$ cat src/source/slc3Pkg.sv
package slc3Pkg;

	// One machine word on the bus, in a register or in memory
	typedef logic [15:0] dataWord;
	// Register file index
	typedef logic [2:0] regIndex;

	// IR[15:12] encodings of the supported instructions
	typedef enum logic [3:0] {
		opBr    = 4'b0000,
		opAdd   = 4'b0001,
		opLd    = 4'b0010,
		opSt    = 4'b0011,
		opAnd   = 4'b0101,
		opNot   = 4'b1001,
		opJmp   = 4'b1100,
		opPause = 4'b1101
	} opcodeT;

	// Control sequencer states
	typedef enum logic [4:0] {
		sHalted,
		sFetchAddr,
		sFetchRead,
		sFetchIr,
		sDecode,
		sAluExec,
		sBranch,
		sJmp,
		sLdAddr,
		sLdRead,
		sLdLoad,
		sStAddr,
		sStData,
		sStWrite,
		sPause,
		sPauseRelease
	} ctrlState;

	// PC input select
	localparam logic [1:0] pcInc = 2'd0;
	localparam logic [1:0] pcBus = 2'd1;
	localparam logic [1:0] pcAdder = 2'd2;

	// Offset select of the address adder
	localparam logic [1:0] addr2Zero = 2'd0;
	localparam logic [1:0] addr2Off6 = 2'd1;
	localparam logic [1:0] addr2Off9 = 2'd2;

	// ALU function
	localparam logic [1:0] aluAdd = 2'd0;
	localparam logic [1:0] aluAnd = 2'd1;
	localparam logic [1:0] aluNot = 2'd2;
	localparam logic [1:0] aluPassA = 2'd3;

	// Everything the sequencer tells the datapath and register file
	typedef struct packed {
		logic ldMar;
		logic ldMdr;
		logic ldIr;
		logic ldPc;
		logic ldReg;
		logic ldCc;
		logic ldBen;
		logic ldLed;
		logic gatePc;
		logic gateMdr;
		logic gateAlu;
		logic gateMarMux;
		logic [1:0] pcMux;
		// 0 selects PC, 1 selects SR1
		logic addr1Mux;
		logic [1:0] addr2Mux;
		// 1 selects imm5
		logic sr2Mux;
		logic [1:0] aluK;
		// MDR takes memory data instead of the bus
		logic mioEn;
	} ctrlSignals;

	// CPU side memory access
	typedef struct packed {
		dataWord addr;
		dataWord wrData;
		logic read;
		logic write;
	} memReq;

endpackage

$ cat src/source/hexDriver.sv
module hexDriver (
	input logic [3:0] nibble,
	output logic [6:0] segments
);

	// Active low, bit order gfedcba
	always_comb begin
		case (nibble)
			4'h0: segments = 7'b1000000;
			4'h1: segments = 7'b1111001;
			4'h2: segments = 7'b0100100;
			4'h3: segments = 7'b0110000;
			4'h4: segments = 7'b0011001;
			4'h5: segments = 7'b0010010;
			4'h6: segments = 7'b0000010;
			4'h7: segments = 7'b1111000;
			4'h8: segments = 7'b0000000;
			4'h9: segments = 7'b0010000;
			4'hA: segments = 7'b0001000;
			// Lower case b and d so they differ from 8 and 0
			4'hB: segments = 7'b0000011;
			4'hC: segments = 7'b1000110;
			4'hD: segments = 7'b0100001;
			4'hE: segments = 7'b0000110;
			4'hF: segments = 7'b0001110;
			default: segments = 7'b1111111;
		endcase
	end

endmodule

$ cat src/source/regFile.sv
module regFile import slc3Pkg::*; (
	input logic Clk,
	input logic rst,
	input ctrlSignals ctrl,
	input dataWord ir,
	input dataWord bus,
	output dataWord sr1Out,
	output dataWord sr2Out
);

	dataWord regs [8];
	regIndex dr;
	regIndex sr1Sel;
	regIndex sr2Sel;
	opcodeT opcode;

	assign opcode = opcodeT'(ir[15:12]);

	// Destination is always IR[11:9]
	assign dr = ir[11:9];
	// ST reads its source from the DR field
	assign sr1Sel = (opcode == opSt) ? ir[11:9] : ir[8:6];
	assign sr2Sel = ir[2:0];

	// Write port
	always_ff @(posedge Clk) begin
		if (rst) begin
			for (int i = 0; i < 8; i++) begin
				regs[i] <= '0;
			end
		end else if (ctrl.ldReg) begin
			regs[dr] <= bus;
		end
	end

	// Two asynchronous read ports
	assign sr1Out = regs[sr1Sel];
	assign sr2Out = regs[sr2Sel];

endmodule

$ cat src/source/datapath.sv
module datapath import slc3Pkg::*; #(
	parameter dataWord resetPc = 16'h0000
) (
	input logic Clk,
	input logic rst,
	input ctrlSignals ctrl,
	input dataWord sr1Out,
	input dataWord sr2Out,
	input dataWord rdData,
	output dataWord bus,
	output dataWord ir,
	output dataWord pc,
	output dataWord mar,
	output dataWord mdr,
	output logic ben,
	output logic [11:0] led
);

	dataWord imm5;
	dataWord off6;
	dataWord off9;
	dataWord aluB;
	dataWord aluOut;
	dataWord addrBase;
	dataWord addrOff;
	dataWord marMux;
	dataWord mdrSrc;
	dataWord pcNext;
	logic flagN;
	logic flagZ;
	logic flagP;
	logic busN;
	logic busZ;

	// Sign extended IR fields
	assign imm5 = {{11{ir[4]}}, ir[4:0]};
	assign off6 = {{10{ir[5]}}, ir[5:0]};
	assign off9 = {{7{ir[8]}}, ir[8:0]};

	// ALU
	assign aluB = ctrl.sr2Mux ? imm5 : sr2Out;
	always_comb begin
		case (ctrl.aluK)
			aluAdd: aluOut = sr1Out + aluB;
			aluAnd: aluOut = sr1Out & aluB;
			aluNot: aluOut = ~sr1Out;
			default: aluOut = sr1Out;
		endcase
	end

	// Address adder; PC already points past the current instruction
	assign addrBase = ctrl.addr1Mux ? sr1Out : pc;
	always_comb begin
		case (ctrl.addr2Mux)
			addr2Off6: addrOff = off6;
			addr2Off9: addrOff = off9;
			default: addrOff = '0;
		endcase
	end
	assign marMux = addrBase + addrOff;

	// With mioEn the MDR gate forwards fresh memory data
	// so IR or a register can take it in the same cycle as MDR
	assign mdrSrc = ctrl.mioEn ? rdData : mdr;

	// Single source bus, zero when nothing is gated
	always_comb begin
		if (ctrl.gatePc) begin
			bus = pc;
		end else if (ctrl.gateMdr) begin
			bus = mdrSrc;
		end else if (ctrl.gateAlu) begin
			bus = aluOut;
		end else if (ctrl.gateMarMux) begin
			bus = marMux;
		end else begin
			bus = '0;
		end
	end

	always_comb begin
		case (ctrl.pcMux)
			pcBus: pcNext = bus;
			pcAdder: pcNext = marMux;
			default: pcNext = pc + 16'd1;
		endcase
	end

	// Flags of the value now on the bus
	assign busN = bus[15];
	assign busZ = (bus == '0);

	// Control registers
	always_ff @(posedge Clk) begin
		if (rst) begin
			pc <= resetPc;
			ir <= '0;
			led <= '0;
			flagN <= 1'b0;
			flagZ <= 1'b0;
			flagP <= 1'b0;
			ben <= 1'b0;
		end else begin
			if (ctrl.ldPc) begin
				pc <= pcNext;
			end
			if (ctrl.ldIr) begin
				ir <= bus;
			end
			if (ctrl.ldLed) begin
				led <= ir[11:0];
			end
			if (ctrl.ldCc) begin
				flagN <= busN;
				flagZ <= busZ;
				flagP <= ~busN & ~busZ;
			end
			// Branch condition from IR[11:9] against current flags
			if (ctrl.ldBen) begin
				ben <= (ir[11] & flagN) | (ir[10] & flagZ) | (ir[9] & flagP);
			end
		end
	end

	// Address and data registers
	always_ff @(posedge Clk) begin
		if (ctrl.ldMar) begin
			mar <= bus;
		end
		if (ctrl.ldMdr) begin
			mdr <= ctrl.mioEn ? rdData : bus;
		end
	end

endmodule

$ cat src/source/controlUnit.sv
module controlUnit import slc3Pkg::*; (
	input logic Clk,
	input logic rst,
	input logic run,
	// Continue button, level
	input logic cont,
	input dataWord ir,
	input logic ben,
	output ctrlSignals ctrl,
	output logic memRead,
	output logic memWrite
);

	ctrlState state;
	ctrlState nextState;
	opcodeT opcode;

	assign opcode = opcodeT'(ir[15:12]);

	always_ff @(posedge Clk) begin
		if (rst) begin
			state <= sHalted;
		end else begin
			state <= nextState;
		end
	end

	// Next state
	always_comb begin
		nextState = state;
		case (state)
			sHalted: begin
				if (run) begin
					nextState = sFetchAddr;
				end
			end
			sFetchAddr: nextState = sFetchRead;
			sFetchRead: nextState = sFetchIr;
			sFetchIr: nextState = sDecode;
			sDecode: begin
				case (opcode)
					opAdd, opAnd, opNot: nextState = sAluExec;
					opBr: nextState = sBranch;
					opJmp: nextState = sJmp;
					opLd: nextState = sLdAddr;
					opSt: nextState = sStAddr;
					opPause: nextState = sPause;
					// Unsupported opcode, just fetch the next one
					default: nextState = sFetchAddr;
				endcase
			end
			sLdAddr: nextState = sLdRead;
			sLdRead: nextState = sLdLoad;
			sStAddr: nextState = sStData;
			sStData: nextState = sStWrite;
			// Hold until continue rises, then until it falls
			sPause: begin
				if (cont) begin
					nextState = sPauseRelease;
				end
			end
			sPauseRelease: begin
				if (!cont) begin
					nextState = sFetchAddr;
				end
			end
			sAluExec, sBranch, sJmp, sLdLoad, sStWrite: nextState = sFetchAddr;
			default: nextState = sHalted;
		endcase
	end

	// Per state controls
	always_comb begin
		ctrl = '0;
		memRead = 1'b0;
		memWrite = 1'b0;
		case (state)
			// MAR <- PC, PC <- PC + 1
			sFetchAddr: begin
				ctrl.gatePc = 1'b1;
				ctrl.ldMar = 1'b1;
				ctrl.ldPc = 1'b1;
				ctrl.pcMux = pcInc;
			end
			sFetchRead: memRead = 1'b1;
			// MDR and IR both take the returned word
			sFetchIr: begin
				ctrl.mioEn = 1'b1;
				ctrl.ldMdr = 1'b1;
				ctrl.gateMdr = 1'b1;
				ctrl.ldIr = 1'b1;
			end
			sDecode: ctrl.ldBen = 1'b1;
			sAluExec: begin
				ctrl.gateAlu = 1'b1;
				ctrl.ldReg = 1'b1;
				ctrl.ldCc = 1'b1;
				// IR[5] picks imm5 over SR2
				ctrl.sr2Mux = ir[5];
				case (opcode)
					opAnd: ctrl.aluK = aluAnd;
					opNot: ctrl.aluK = aluNot;
					default: ctrl.aluK = aluAdd;
				endcase
			end
			// PC <- PC + off9 when the branch is taken
			sBranch: begin
				ctrl.ldPc = ben;
				ctrl.pcMux = pcAdder;
				ctrl.addr2Mux = addr2Off9;
			end
			// PC <- BaseR
			sJmp: begin
				ctrl.ldPc = 1'b1;
				ctrl.pcMux = pcAdder;
				ctrl.addr1Mux = 1'b1;
				ctrl.addr2Mux = addr2Zero;
			end
			sLdAddr, sStAddr: begin
				ctrl.gateMarMux = 1'b1;
				ctrl.ldMar = 1'b1;
				ctrl.addr2Mux = addr2Off9;
			end
			sLdRead: memRead = 1'b1;
			sLdLoad: begin
				ctrl.mioEn = 1'b1;
				ctrl.ldMdr = 1'b1;
				ctrl.gateMdr = 1'b1;
				ctrl.ldReg = 1'b1;
				ctrl.ldCc = 1'b1;
			end
			// MDR <- SR through the ALU
			sStData: begin
				ctrl.aluK = aluPassA;
				ctrl.gateAlu = 1'b1;
				ctrl.ldMdr = 1'b1;
			end
			sStWrite: memWrite = 1'b1;
			sPause: ctrl.ldLed = 1'b1;
			default: ctrl = '0;
		endcase
	end

endmodule

$ cat src/source/memIo.sv
module memIo import slc3Pkg::*; #(
	parameter dataWord ioAddress = 16'hFFFF
) (
	input logic Clk,
	input logic rst,
	input memReq req,
	input dataWord switches,
	input dataWord memRdData,
	output dataWord rdData,
	output dataWord memAddr,
	output dataWord memWrData,
	output logic memRead,
	output logic memWrite,
	output dataWord display
);

	logic isIo;
	logic ioPending;
	dataWord switchLatch;

	assign isIo = (req.addr == ioAddress);

	// External port, strobes masked for the I/O address
	assign memAddr = req.addr;
	assign memWrData = req.wrData;
	assign memRead = req.read & ~isIo;
	assign memWrite = req.write & ~isIo;

	// Remember which side answers the read
	always_ff @(posedge Clk) begin
		if (rst) begin
			ioPending <= 1'b0;
			display <= '0;
		end else begin
			ioPending <= req.read & isIo;
			if (req.write && isIo) begin
				display <= req.wrData;
			end
		end
	end

	// Switches sampled at the strobe, same latency as memory
	always_ff @(posedge Clk) begin
		if (req.read && isIo) begin
			switchLatch <= switches;
		end
	end

	assign rdData = ioPending ? switchLatch : memRdData;

endmodule

$ cat src/source/slc3.sv
module slc3 import slc3Pkg::*; #(
	parameter dataWord resetPc = 16'h0000,
	parameter dataWord ioAddress = 16'hFFFF
) (
	input logic Clk,
	input logic rst,
	input logic run,
	// Continue button, level
	input logic cont,
	input dataWord switches,
	input dataWord memRdData,
	output dataWord memAddr,
	output dataWord memWrData,
	output logic memRead,
	output logic memWrite,
	output logic [11:0] led,
	output dataWord pc,
	output dataWord ir,
	output logic [6:0] hex0,
	output logic [6:0] hex1,
	output logic [6:0] hex2,
	output logic [6:0] hex3,
	output logic [6:0] hex4,
	output logic [6:0] hex5,
	output logic [6:0] hex6,
	output logic [6:0] hex7
);

	ctrlSignals ctrl;
	dataWord bus;
	dataWord sr1Out;
	dataWord sr2Out;
	dataWord rdData;
	dataWord mar;
	dataWord mdr;
	dataWord display;
	logic ben;
	logic cpuRead;
	logic cpuWrite;
	memReq req;

	// CPU request, address from MAR and data from MDR
	assign req = '{addr: mar, wrData: mdr, read: cpuRead, write: cpuWrite};

	datapath #(.resetPc(resetPc)) u_datapath (
		.Clk, .rst, .ctrl, .sr1Out, .sr2Out, .rdData,
		.bus, .ir, .pc, .mar, .mdr, .ben, .led
	);

	regFile u_regFile (.Clk, .rst, .ctrl, .ir, .bus, .sr1Out, .sr2Out);

	controlUnit u_controlUnit (
		.Clk, .rst, .run, .cont, .ir, .ben, .ctrl,
		.memRead(cpuRead), .memWrite(cpuWrite)
	);

	memIo #(.ioAddress(ioAddress)) u_memIo (
		.Clk, .rst, .req, .switches, .memRdData, .rdData,
		.memAddr, .memWrData, .memRead, .memWrite, .display
	);

	// Display register on the low digits
	hexDriver u_hex0 (.nibble(display[3:0]), .segments(hex0));
	hexDriver u_hex1 (.nibble(display[7:4]), .segments(hex1));
	hexDriver u_hex2 (.nibble(display[11:8]), .segments(hex2));
	hexDriver u_hex3 (.nibble(display[15:12]), .segments(hex3));
	// PC on the high digits
	hexDriver u_hex4 (.nibble(pc[3:0]), .segments(hex4));
	hexDriver u_hex5 (.nibble(pc[7:4]), .segments(hex5));
	hexDriver u_hex6 (.nibble(pc[11:8]), .segments(hex6));
	hexDriver u_hex7 (.nibble(pc[15:12]), .segments(hex7));

endmodule

$ cat config.mk
export PLATFORM = sky130hd
export DESIGN_NAME = slc3
export DESIGN_NICKNAME = d
export VERILOG_FILES = /design/src/source/slc3Pkg.sv /design/src/source/hexDriver.sv /design/src/source/regFile.sv /design/src/source/datapath.sv /design/src/source/controlUnit.sv /design/src/source/memIo.sv /design/src/source/slc3.sv
export SDC_FILE = /design/constraint.sdc
export NUM_CORES = 1
export LEC_CHECK = 0
export BUFFER_PORTS_ARGS = -buffer_cell sky130_fd_sc_hd__buf_2
export CORE_UTILIZATION = 63
export DETAILED_ROUTE_END_ITERATION = 12
export PLACE_DENSITY = 0.91
export SLEW_MARGIN = 10
export SYNTH_ARGS = -nofsm -noshare
export SYNTH_HDL_FRONTEND = slang
export SYNTH_HIERARCHICAL = 1
export SYNTH_SLANG_ARGS = --single-unit
export TNS_END_PERCENT = 5
$ cat constraint.sdc
create_clock -name Clk -period 11.4 [get_ports Clk]
set_clock_uncertainty 0.2 [all_clocks]
set_input_delay 0.57 -clock Clk [delete_from_list [all_inputs] [get_ports Clk]]
set_output_delay 0.57 -clock Clk [all_outputs]
set_load 0.02 [all_outputs]
==> out/qor.yml, run 1 <==
route:
  routed-via-count: 15560
  postRouteWirelength_um: 53910
  post-route-drc-count: 0
  first_pass_iters: 7
  post_drt_wl_per_cell_um: 23.40
  antenna_violating_nets_post_route: 0
  viasPerCell: 6.754
  detailedRoute.firstIterationViolations: 1930
logic_synthesis:
  avgSynthCellArea_sq_um: 10.03
  netlist_area_sq_um: 18060
  number_of_enable_flip_flop_cells_after_synthesis: 176
  yosys_warnings: 6
  synth-main-ff-cell: "edfxtp_1"
  async_reset_ff_share_pct: 0
  postSynthRegisterBits: 245
  synth.top_cells.by_area: "edfxtp_1 29%, dfxtp_1 7.6%, mux2i_1 7.4%"
  synth-seq-area-share_pct: 36.91
  post-synth-top-count-cell: "edfxtp_1"
  netlist_instances: 1801
  synth_commonest_cells: "176 x edfxtp_1, 143 x nor2_1, 137 x and2_1, 134 x mux2i_1, 102 x nand2_1"
  post-synth-top-area-cell: "edfxtp_1"
  synth_cell_types: 102
  synth_top_area_share_pct: 29.26
setup_path:
  worst_ep_required_time_ps: 11660
  timing.critical_path.max_delay_family: "simple AND/OR/NAND/NOR gates"
  worst-setup-path-type: "flip-flop to flip-flop"
  cp_slowest_cell: "buf_4"
  timing.critical_path.cells: "and4bb_1 -> mux2i_4 -> buf_4 -> mux2i_1 -> a22o_1 -> nor2_1 -> mux2_2 -> ha_1 -> a21o_1 -> a31oi_1 -> and3_1 -> nor3b_1 -> o21ai_1 -> a21oi_1 -> nand4b_1 -> or3b_1 -> o32ai_1"
  reg2reg_setup_slack_ps: 4740
  critPathCaptureType: "flip-flop"
  r2r_cells: 17
  worstReg2RegEnd: "u_datapath/flagZ$_SDFFE_PP0P_"
  r2r-start: "u_datapath/ir[14]$_SDFFE_PP0P_"
  start_kind: "flip-flop"
  critical-path-max-stage-delay_ps: 860
  worst_path_buffer_plus_inverter_count: 1
  worst_ep_arrival_time_ps: 6920
  worst-path-max-fanout: 64
clock_network:
  clock_insertion_delay_worst_skew_ps: 560
  cts_buffer_depth: 3
  cts_root_buf: "clkbuf_16"
  tritoncts_clock_tree: "done"
  clk_sink_count: 245
  numCtsBuffers: 27
  clk_pin_slew_worst_paths_ps: 60
  h-tree-depth: 1
timing:
  rsz0062_at_grt: "no"
  finalCriticalPeriod_ps: 6663
  max-slew-margin-rel_pct: 10.21
  final_count_of_pins_violating_max_slew: 0
  finalSetupViolations: 0
  final-hold-violation-count: 0
  min_period_over_period_pct: 58.44
  clock.fmax_mhz: 150.1
  tightestPinTransition_ps: 1347
  timing.final.ws_setup_ps: 4737
  sum_of_negative_setup_slack_ps: 0
min_path:
  min_delay_path_depth: 2
  min_path_type: "input pin to flip-flop"
  timing.hold.worst.start: "cont"
  hold-path-endpoint: "u_controlUnit/state[0]$_SDFFE_PP0P_"
cells_and_area:
  filler_cell_count: 1989
  syn2layout_area_growth_pct: 9.753
  non_filler_instances: 2304
  final-seq-area_sq_um: 6668
  drive_gt1_share_pct: 20.12
  num-nets-final: 2033
  multiInputGateArea_sq_um: 10230
global_routing:
  grt_max_degree: 79
  grt_remaining_overflow: 0
  global_route.usage.total_pct: 35.74
  grt_first_pass_wirelength_um: 80060
  first_global_vias: 14840
  initial_antenna_violation_count: 2
run_status:
  run_status: "completed"
pwr:
  power_density_nw_per_um2: 185.2
  p_leak_nw: 8.133
  worst_ir_drop_vdd_mv: 0.1699
run:
  max-cap-violations: 0
floorplanning:
  floorplan.initialDensity_pct: 64.49
  overall_die_area_sq_um: 29350
  rows: 61
  die_y_um: 171.3
  floorplan_core_area_sq_um: 28010
  chipWidth_um: 171.3
  num_io_pins: 170
place:
  detailedPlacementHpwl_um: 36330
  place.port_buffers: 169
  dpl.cell_count: 2235
  preCtsSetupSlack_ps: 5072
  gp_routability_congestion: 0.9857
==> metal layers <==
layer	vias to the layer above	track usage, %	share of wire [%]
met5	-	0	0
li1	6778	-	-
met4	0	17.74	5.1
met2	1109	57.94	46
met1	7448	45.21	37
met3	227	7.800	12
==> timing repair <==
action | CTS | global route
hold buffers | 16 | 0
resized for setup | 0 | 0
endpoints found under the hold margin | 16 | 0
setup buffers | 0 | 0
endpoints found under the setup margin | 0 | 0
==> final cells by class <==
| cell class | instances | share of cell area (%) |
|---|---|---|
| diodes | 3 | 0.03787 |
| clock buffers | 33 | 3.522 |
| clock inverters | 17 | 1.003 |
| inverters | 79 | 1.508 |
| multi-input cells | 1331 | 51.59 |
| flip-flops and latches | 245 | 33.63 |
| well taps | 378 | 2.386 |
| repair buffers | 218 | 6.324 |
==> cell families after synthesis <==
group / synth area share, %
flops: 36.91
buf+inv: 6.657
simple gates: 17.49
mux: 15.92
xor+xnor: 1.787
fa+ha+maj: 6.663
compound gates: 14.55
other cells: 0.02076
==> sequential cells by signal, indices dropped and copies added (netlist names), 4 cells and up <==
signal	cells
u_datapath/ir	16
u_datapath/pc	16
u_regFile/regs	128
u_datapath/mdr	16
u_memIo/display	16
u_controlUnit/state	4
u_memIo/switchLatch	16
u_datapath/led	12
u_datapath/mar	16
==> per-stage QoR <==
step	instance area, sq um	util (%)	power, mW	hold WS, ps
floorplan	18070	-	2.224	246.6
CTS	19820	70.75	3.597	150.1
finish	19830	70.78	3.671	149.3
global route	19820	70.76	3.796	162.5
global placement	18760	66.98	2.657	269.0
detailed placement	18760	66.98	2.703	284.7
==> worst max-delay path by stage <==
| stage | start | slack [ps] | depth (start not counted) | to |
|---|---|---|---|---|
| final | u_datapath/ir[14]$_SDFFE_PP0P_ | 4740 | 17 | u_datapath/flagZ$_SDFFE_PP0P_ |
| after CTS | u_datapath/ir[14]$_SDFFE_PP0P_ | 5020 | 17 | u_datapath/flagZ$_SDFFE_PP0P_ |
| after global placement | u_datapath/ir[14]$_SDFFE_PP0P_ | 5270 | 17 | u_datapath/flagZ$_SDFFE_PP0P_ |
| after detailed placement | u_datapath/ir[14]$_SDFFE_PP0P_ | 5070 | 17 | u_datapath/flagZ$_SDFFE_PP0P_ |
| after global routing | u_datapath/ir[14]$_SDFFE_PP0P_ | 4500 | 17 | u_datapath/flagP$_SDFFE_PP0P_ |
| after floorplan | u_datapath/ir[14]$_SDFFE_PP0P_ | 6240 | 20 | u_datapath/flagP$_SDFFE_PP0P_ |
==> where the power goes <==
part           leakage (nW)  internal [mW]  total (mW)  switching (mW)
Clock                 0.436          0.528       0.905           0.377
Sequential             2.33           1.08        1.21           0.131
Combinational          5.37          0.512        1.55            1.04
Total                  8.13           2.12        3.67            1.55
==> cells in the final DEF, fill, tap and decap left out, drive strengths merged, types with 7 or more instances in the layout <==
cell         netlist  final
or2               13     13
clkbuf            63     33
nand4             13     13
and2b              8      8
or3b              10     10
a211oi            13     13
nor2b             12     12
inv               78     80
buf               84    202
dfxtp             69     69
o21ai            117    117
a32oi              9      9
nand3             23     23
nand2            103    103
a32o               7      7
and3              10     10
edfxtp           176    176
a31oi             13     13
mux2i            134    134
mux2              56     56
a22o              48     48
a21o              12     12
a21oi             74     74
nand2b            44     44
clkinv             1     11
or3                8      8
mux4              39     39
xnor2             19     19
nor4               7      7
dlygate4sd3        0     16
o22ai              8      8
nand4b            18     18
xor2              17     17
nor2             147    147
ha                93     93
nor3              22     22
a221oi            14     14
and2             138    138
No activity file was read; power rests on OpenSTA's default activity.
==> inputs of run 2 (changes only) <==
--- a/config.mk
+++ b/config.mk
@@ -6,9 +6,9 @@
 export NUM_CORES = 1
 export LEC_CHECK = 0
 export BUFFER_PORTS_ARGS = -buffer_cell sky130_fd_sc_hd__buf_2
-export CORE_UTILIZATION = 63
+export CORE_UTILIZATION = 60
 export DETAILED_ROUTE_END_ITERATION = 12
-export PLACE_DENSITY = 0.91
+export PLACE_DENSITY = 0.88
 export SLEW_MARGIN = 10
 export SYNTH_ARGS = -nofsm -noshare
 export SYNTH_HDL_FRONTEND = slang
==> constraint.sdc (replaced) <==
create_clock -name Clk -period 6.35 [get_ports Clk]
set_clock_uncertainty 0.2 [all_clocks]
set_input_delay 0.3175 -clock Clk [delete_from_list [all_inputs] [get_ports Clk]]
set_output_delay 0.3175 -clock Clk [all_outputs]
set_load 0.02 [all_outputs]
==> out/qor.yml, run 2 (synthesis gave the netlist of run 1 again) <==
cells_and_area:
  largest_reg_flops: 128
  stdcell_area_sq_um: 20050
  syn2layout_area_growth_pct: 10.99
  n_antenna_cell: 0
  commonest_cells_after_routing_fill_and_taps_aside: "176 x edfxtp_1, 169 x buf_2, 141 x nor2_1, 137 x and2_1, 133 x mux2i_1"
  drive_gt1_share_pct: 21.06
  non_filler_instances: 2337
  layout.core_utilization_pct: 67.64
  top_register: "u_regFile/regs"
  num-nets-final: 2058
  final_common_cell: "edfxtp_1"
clock_network:
  h-tree-depth: 1
  cts_root_buf: "clkbuf_16"
  tritoncts_clock_tree: "done"
  cts_buffer_depth: 3
  clk_pin_slew_worst_paths_ps: 60
  clock_insertion_delay_worst_skew_ps: 570
  numCtsBuffers: 26
  clk_sink_count: 245
floorplanning:
  floorplan.initialDensity_pct: 60.95
  overall_die_area_sq_um: 30800
  floorplan_core_area_sq_um: 29640
  die_y_um: 175.5
  num_io_pins: 170
  rows: 63
  chipWidth_um: 175.5
setup_path:
  worstSetupPathDepth: 17
  worst-path-max-fanout: 17
  r2r-start: "u_datapath/ir[14]$_SDFFE_PP0P_"
  timing.critical_path.max_delay_family: "simple AND/OR/NAND/NOR gates"
  worst_ep_arrival_time_ps: 6190
  crit_path_end: "u_datapath/flagP$_SDFFE_PP0P_"
  reg2reg_setup_slack_ps: 380
  timing.critical_path.cells: "and4bb_1 -> mux2i_4 -> buf_4 -> mux2i_1 -> a22o_1 -> nor2_1 -> mux2_2 -> ha_1 -> a21o_1 -> a31oi_1 -> a211o_1 -> nand3_1 -> o221a_2 -> or4_1 -> nor4b_2 -> and4_1 -> o32ai_1"
  critical-path-max-stage-delay_ps: 560
  worst_path_buffer_plus_inverter_count: 1
  cp_slowest_cell: "or4_1"
  worstReg2RegEnd: "u_datapath/flagP$_SDFFE_PP0P_"
  worst_ep_required_time_ps: 6570
  critPathCaptureType: "flip-flop"
  start_kind: "flip-flop"
  worst-setup-path-type: "flip-flop to flip-flop"
  r2r_cells: 17
  cp-startpoint: "u_datapath/ir[14]$_SDFFE_PP0P_"
min_path:
  min_path_type: "input pin to flip-flop"
pwr:
  total_power_mw: 6.598
  p_leak_nw: 8.249
  worst_ir_drop_vdd_mv: 0.2696
  power_density_nw_per_um2: 329.1
place:
  dpl.cell_count: 2268
  dpl-instance-area_sq_um: 18960
  place.port_buffers: 169
  detailedPlacementHpwl_um: 37990
  gp_routability_congestion: 0.9956
timing:
  final_count_of_pins_violating_max_slew: 0
  clock.fmax_mhz: 167.5
  finalSetupViolations: 0
  sum_of_negative_setup_slack_ps: 0
  tightestPinTransition_ps: 1135
  min_period_over_period_pct: 94.00
  finalCriticalPeriod_ps: 5969
  final-hold-violation-count: 0
  max-slew-margin-rel_pct: 24.23
  rsz0062_at_grt: "no"
route:
  detailedRoute.firstIterationViolations: 1762
  viasPerCell: 6.559
  postRouteWirelength_um: 54730
  antenna_violating_nets_post_route: 0
  first_pass_iters: 9
  post_drt_wl_per_cell_um: 23.42
  post-route-drc-count: 0
  routed-via-count: 15330
global_routing:
  grt_first_pass_wirelength_um: 82160
  first_global_vias: 14640
  global_route.usage.total_pct: 34.65
  grt_remaining_overflow: 0
  initial_antenna_violation_count: 1
  grt_max_degree: 95
run_status:
  run_status: "completed"
run:
  max-cap-violations: 0
## run 2: changes by cell type in the layout (fill, tap and decap cells not counted), moves of 2 or more
cell,delta
clkinv_1,-2
clkbuf_1,-3
buf_12,+2
dlygate4sd3_1,+5
diode_2,-3
clkinv_4,+2
buf_4,+19
clkinvlp_4,+3
## run 2: worst reg2reg max path: cells and delay by family (launching register included)
| kind | cells | cell delay (ps) |
|---|---|---|
| compound gates | 6 | 1500 |
| fa+ha+maj | 1 | 280 |
| buf+inv | 1 | 400 |
| flops | 1 | 400 |
| mux | 3 | 940 |
| simple gates | 6 | 2130 |
## run 2: cell type report
| class | count | area (sq um) |
|---|---|---|
| Sequential cell | 245 | 6668 |
| Fill cell | 2246 | 9590 |
| Timing Repair Buffer | 244 | 1486 |
| Clock inverter | 18 | 206.4 |
| Inverter | 79 | 299.0 |
| Tap cell | 390 | 488.0 |
| Clock buffer | 30 | 675.6 |
| Multi-Input combinational cell | 1331 | 10220 |
## run 2: stage by stage
stage,setup slack (ps),hold slack [ps]
final,381.0,15.35
after global routing,176.9,20.58
after CTS,502.8,6.380
after detailed placement,521.6,281.4
after global placement,642.5,269.3
after floorplan,1190,216.4
## run 2: where the power goes
part | switching, mW | internal, mW
logic | 1.88 | 0.965
registers | 0.241 | 1.94
clock network | 0.677 | 0.895
total | 2.79 | 3.80
## run 2: layer usage
layer  global-route usage [%]  wire length, um  vias up
met3                    6.234             5654      134
met4                    13.15             1968        2
met5                        0               16        -
met1                    45.61            21570     7415
met2                    56.93            25520      953
li1                         -                -     6824
## run 2: what timing repair did
item                      in CTS  in global routing
setup buffers                  0                  0
hold endpoints to repair      22                  0
hold buffers                  21                  0
resized for setup              0                  0
## run 2: worst min path at each step
| stage | from | endpoint | cells past startpoint |
|---|---|---|---|
| after global routing | memRdData[9] | u_datapath/mdr[9]$_DFFE_PP_ | 4 |
| after global placement | u_datapath/led[7]$_SDFFE_PP0P_ | u_datapath/led[7]$_SDFFE_PP0P_ | 2 |
| after floorplan | switches[0] | u_memIo/switchLatch[0]$_DFFE_PP_ | 0 |
| final | memRdData[0] | u_datapath/mdr[0]$_DFFE_PP_ | 4 |
| after detailed placement | u_datapath/led[11]$_SDFFE_PP0P_ | u_datapath/led[11]$_SDFFE_PP0P_ | 2 |
| after CTS | memRdData[0] | u_datapath/mdr[0]$_DFFE_PP_ | 4 |
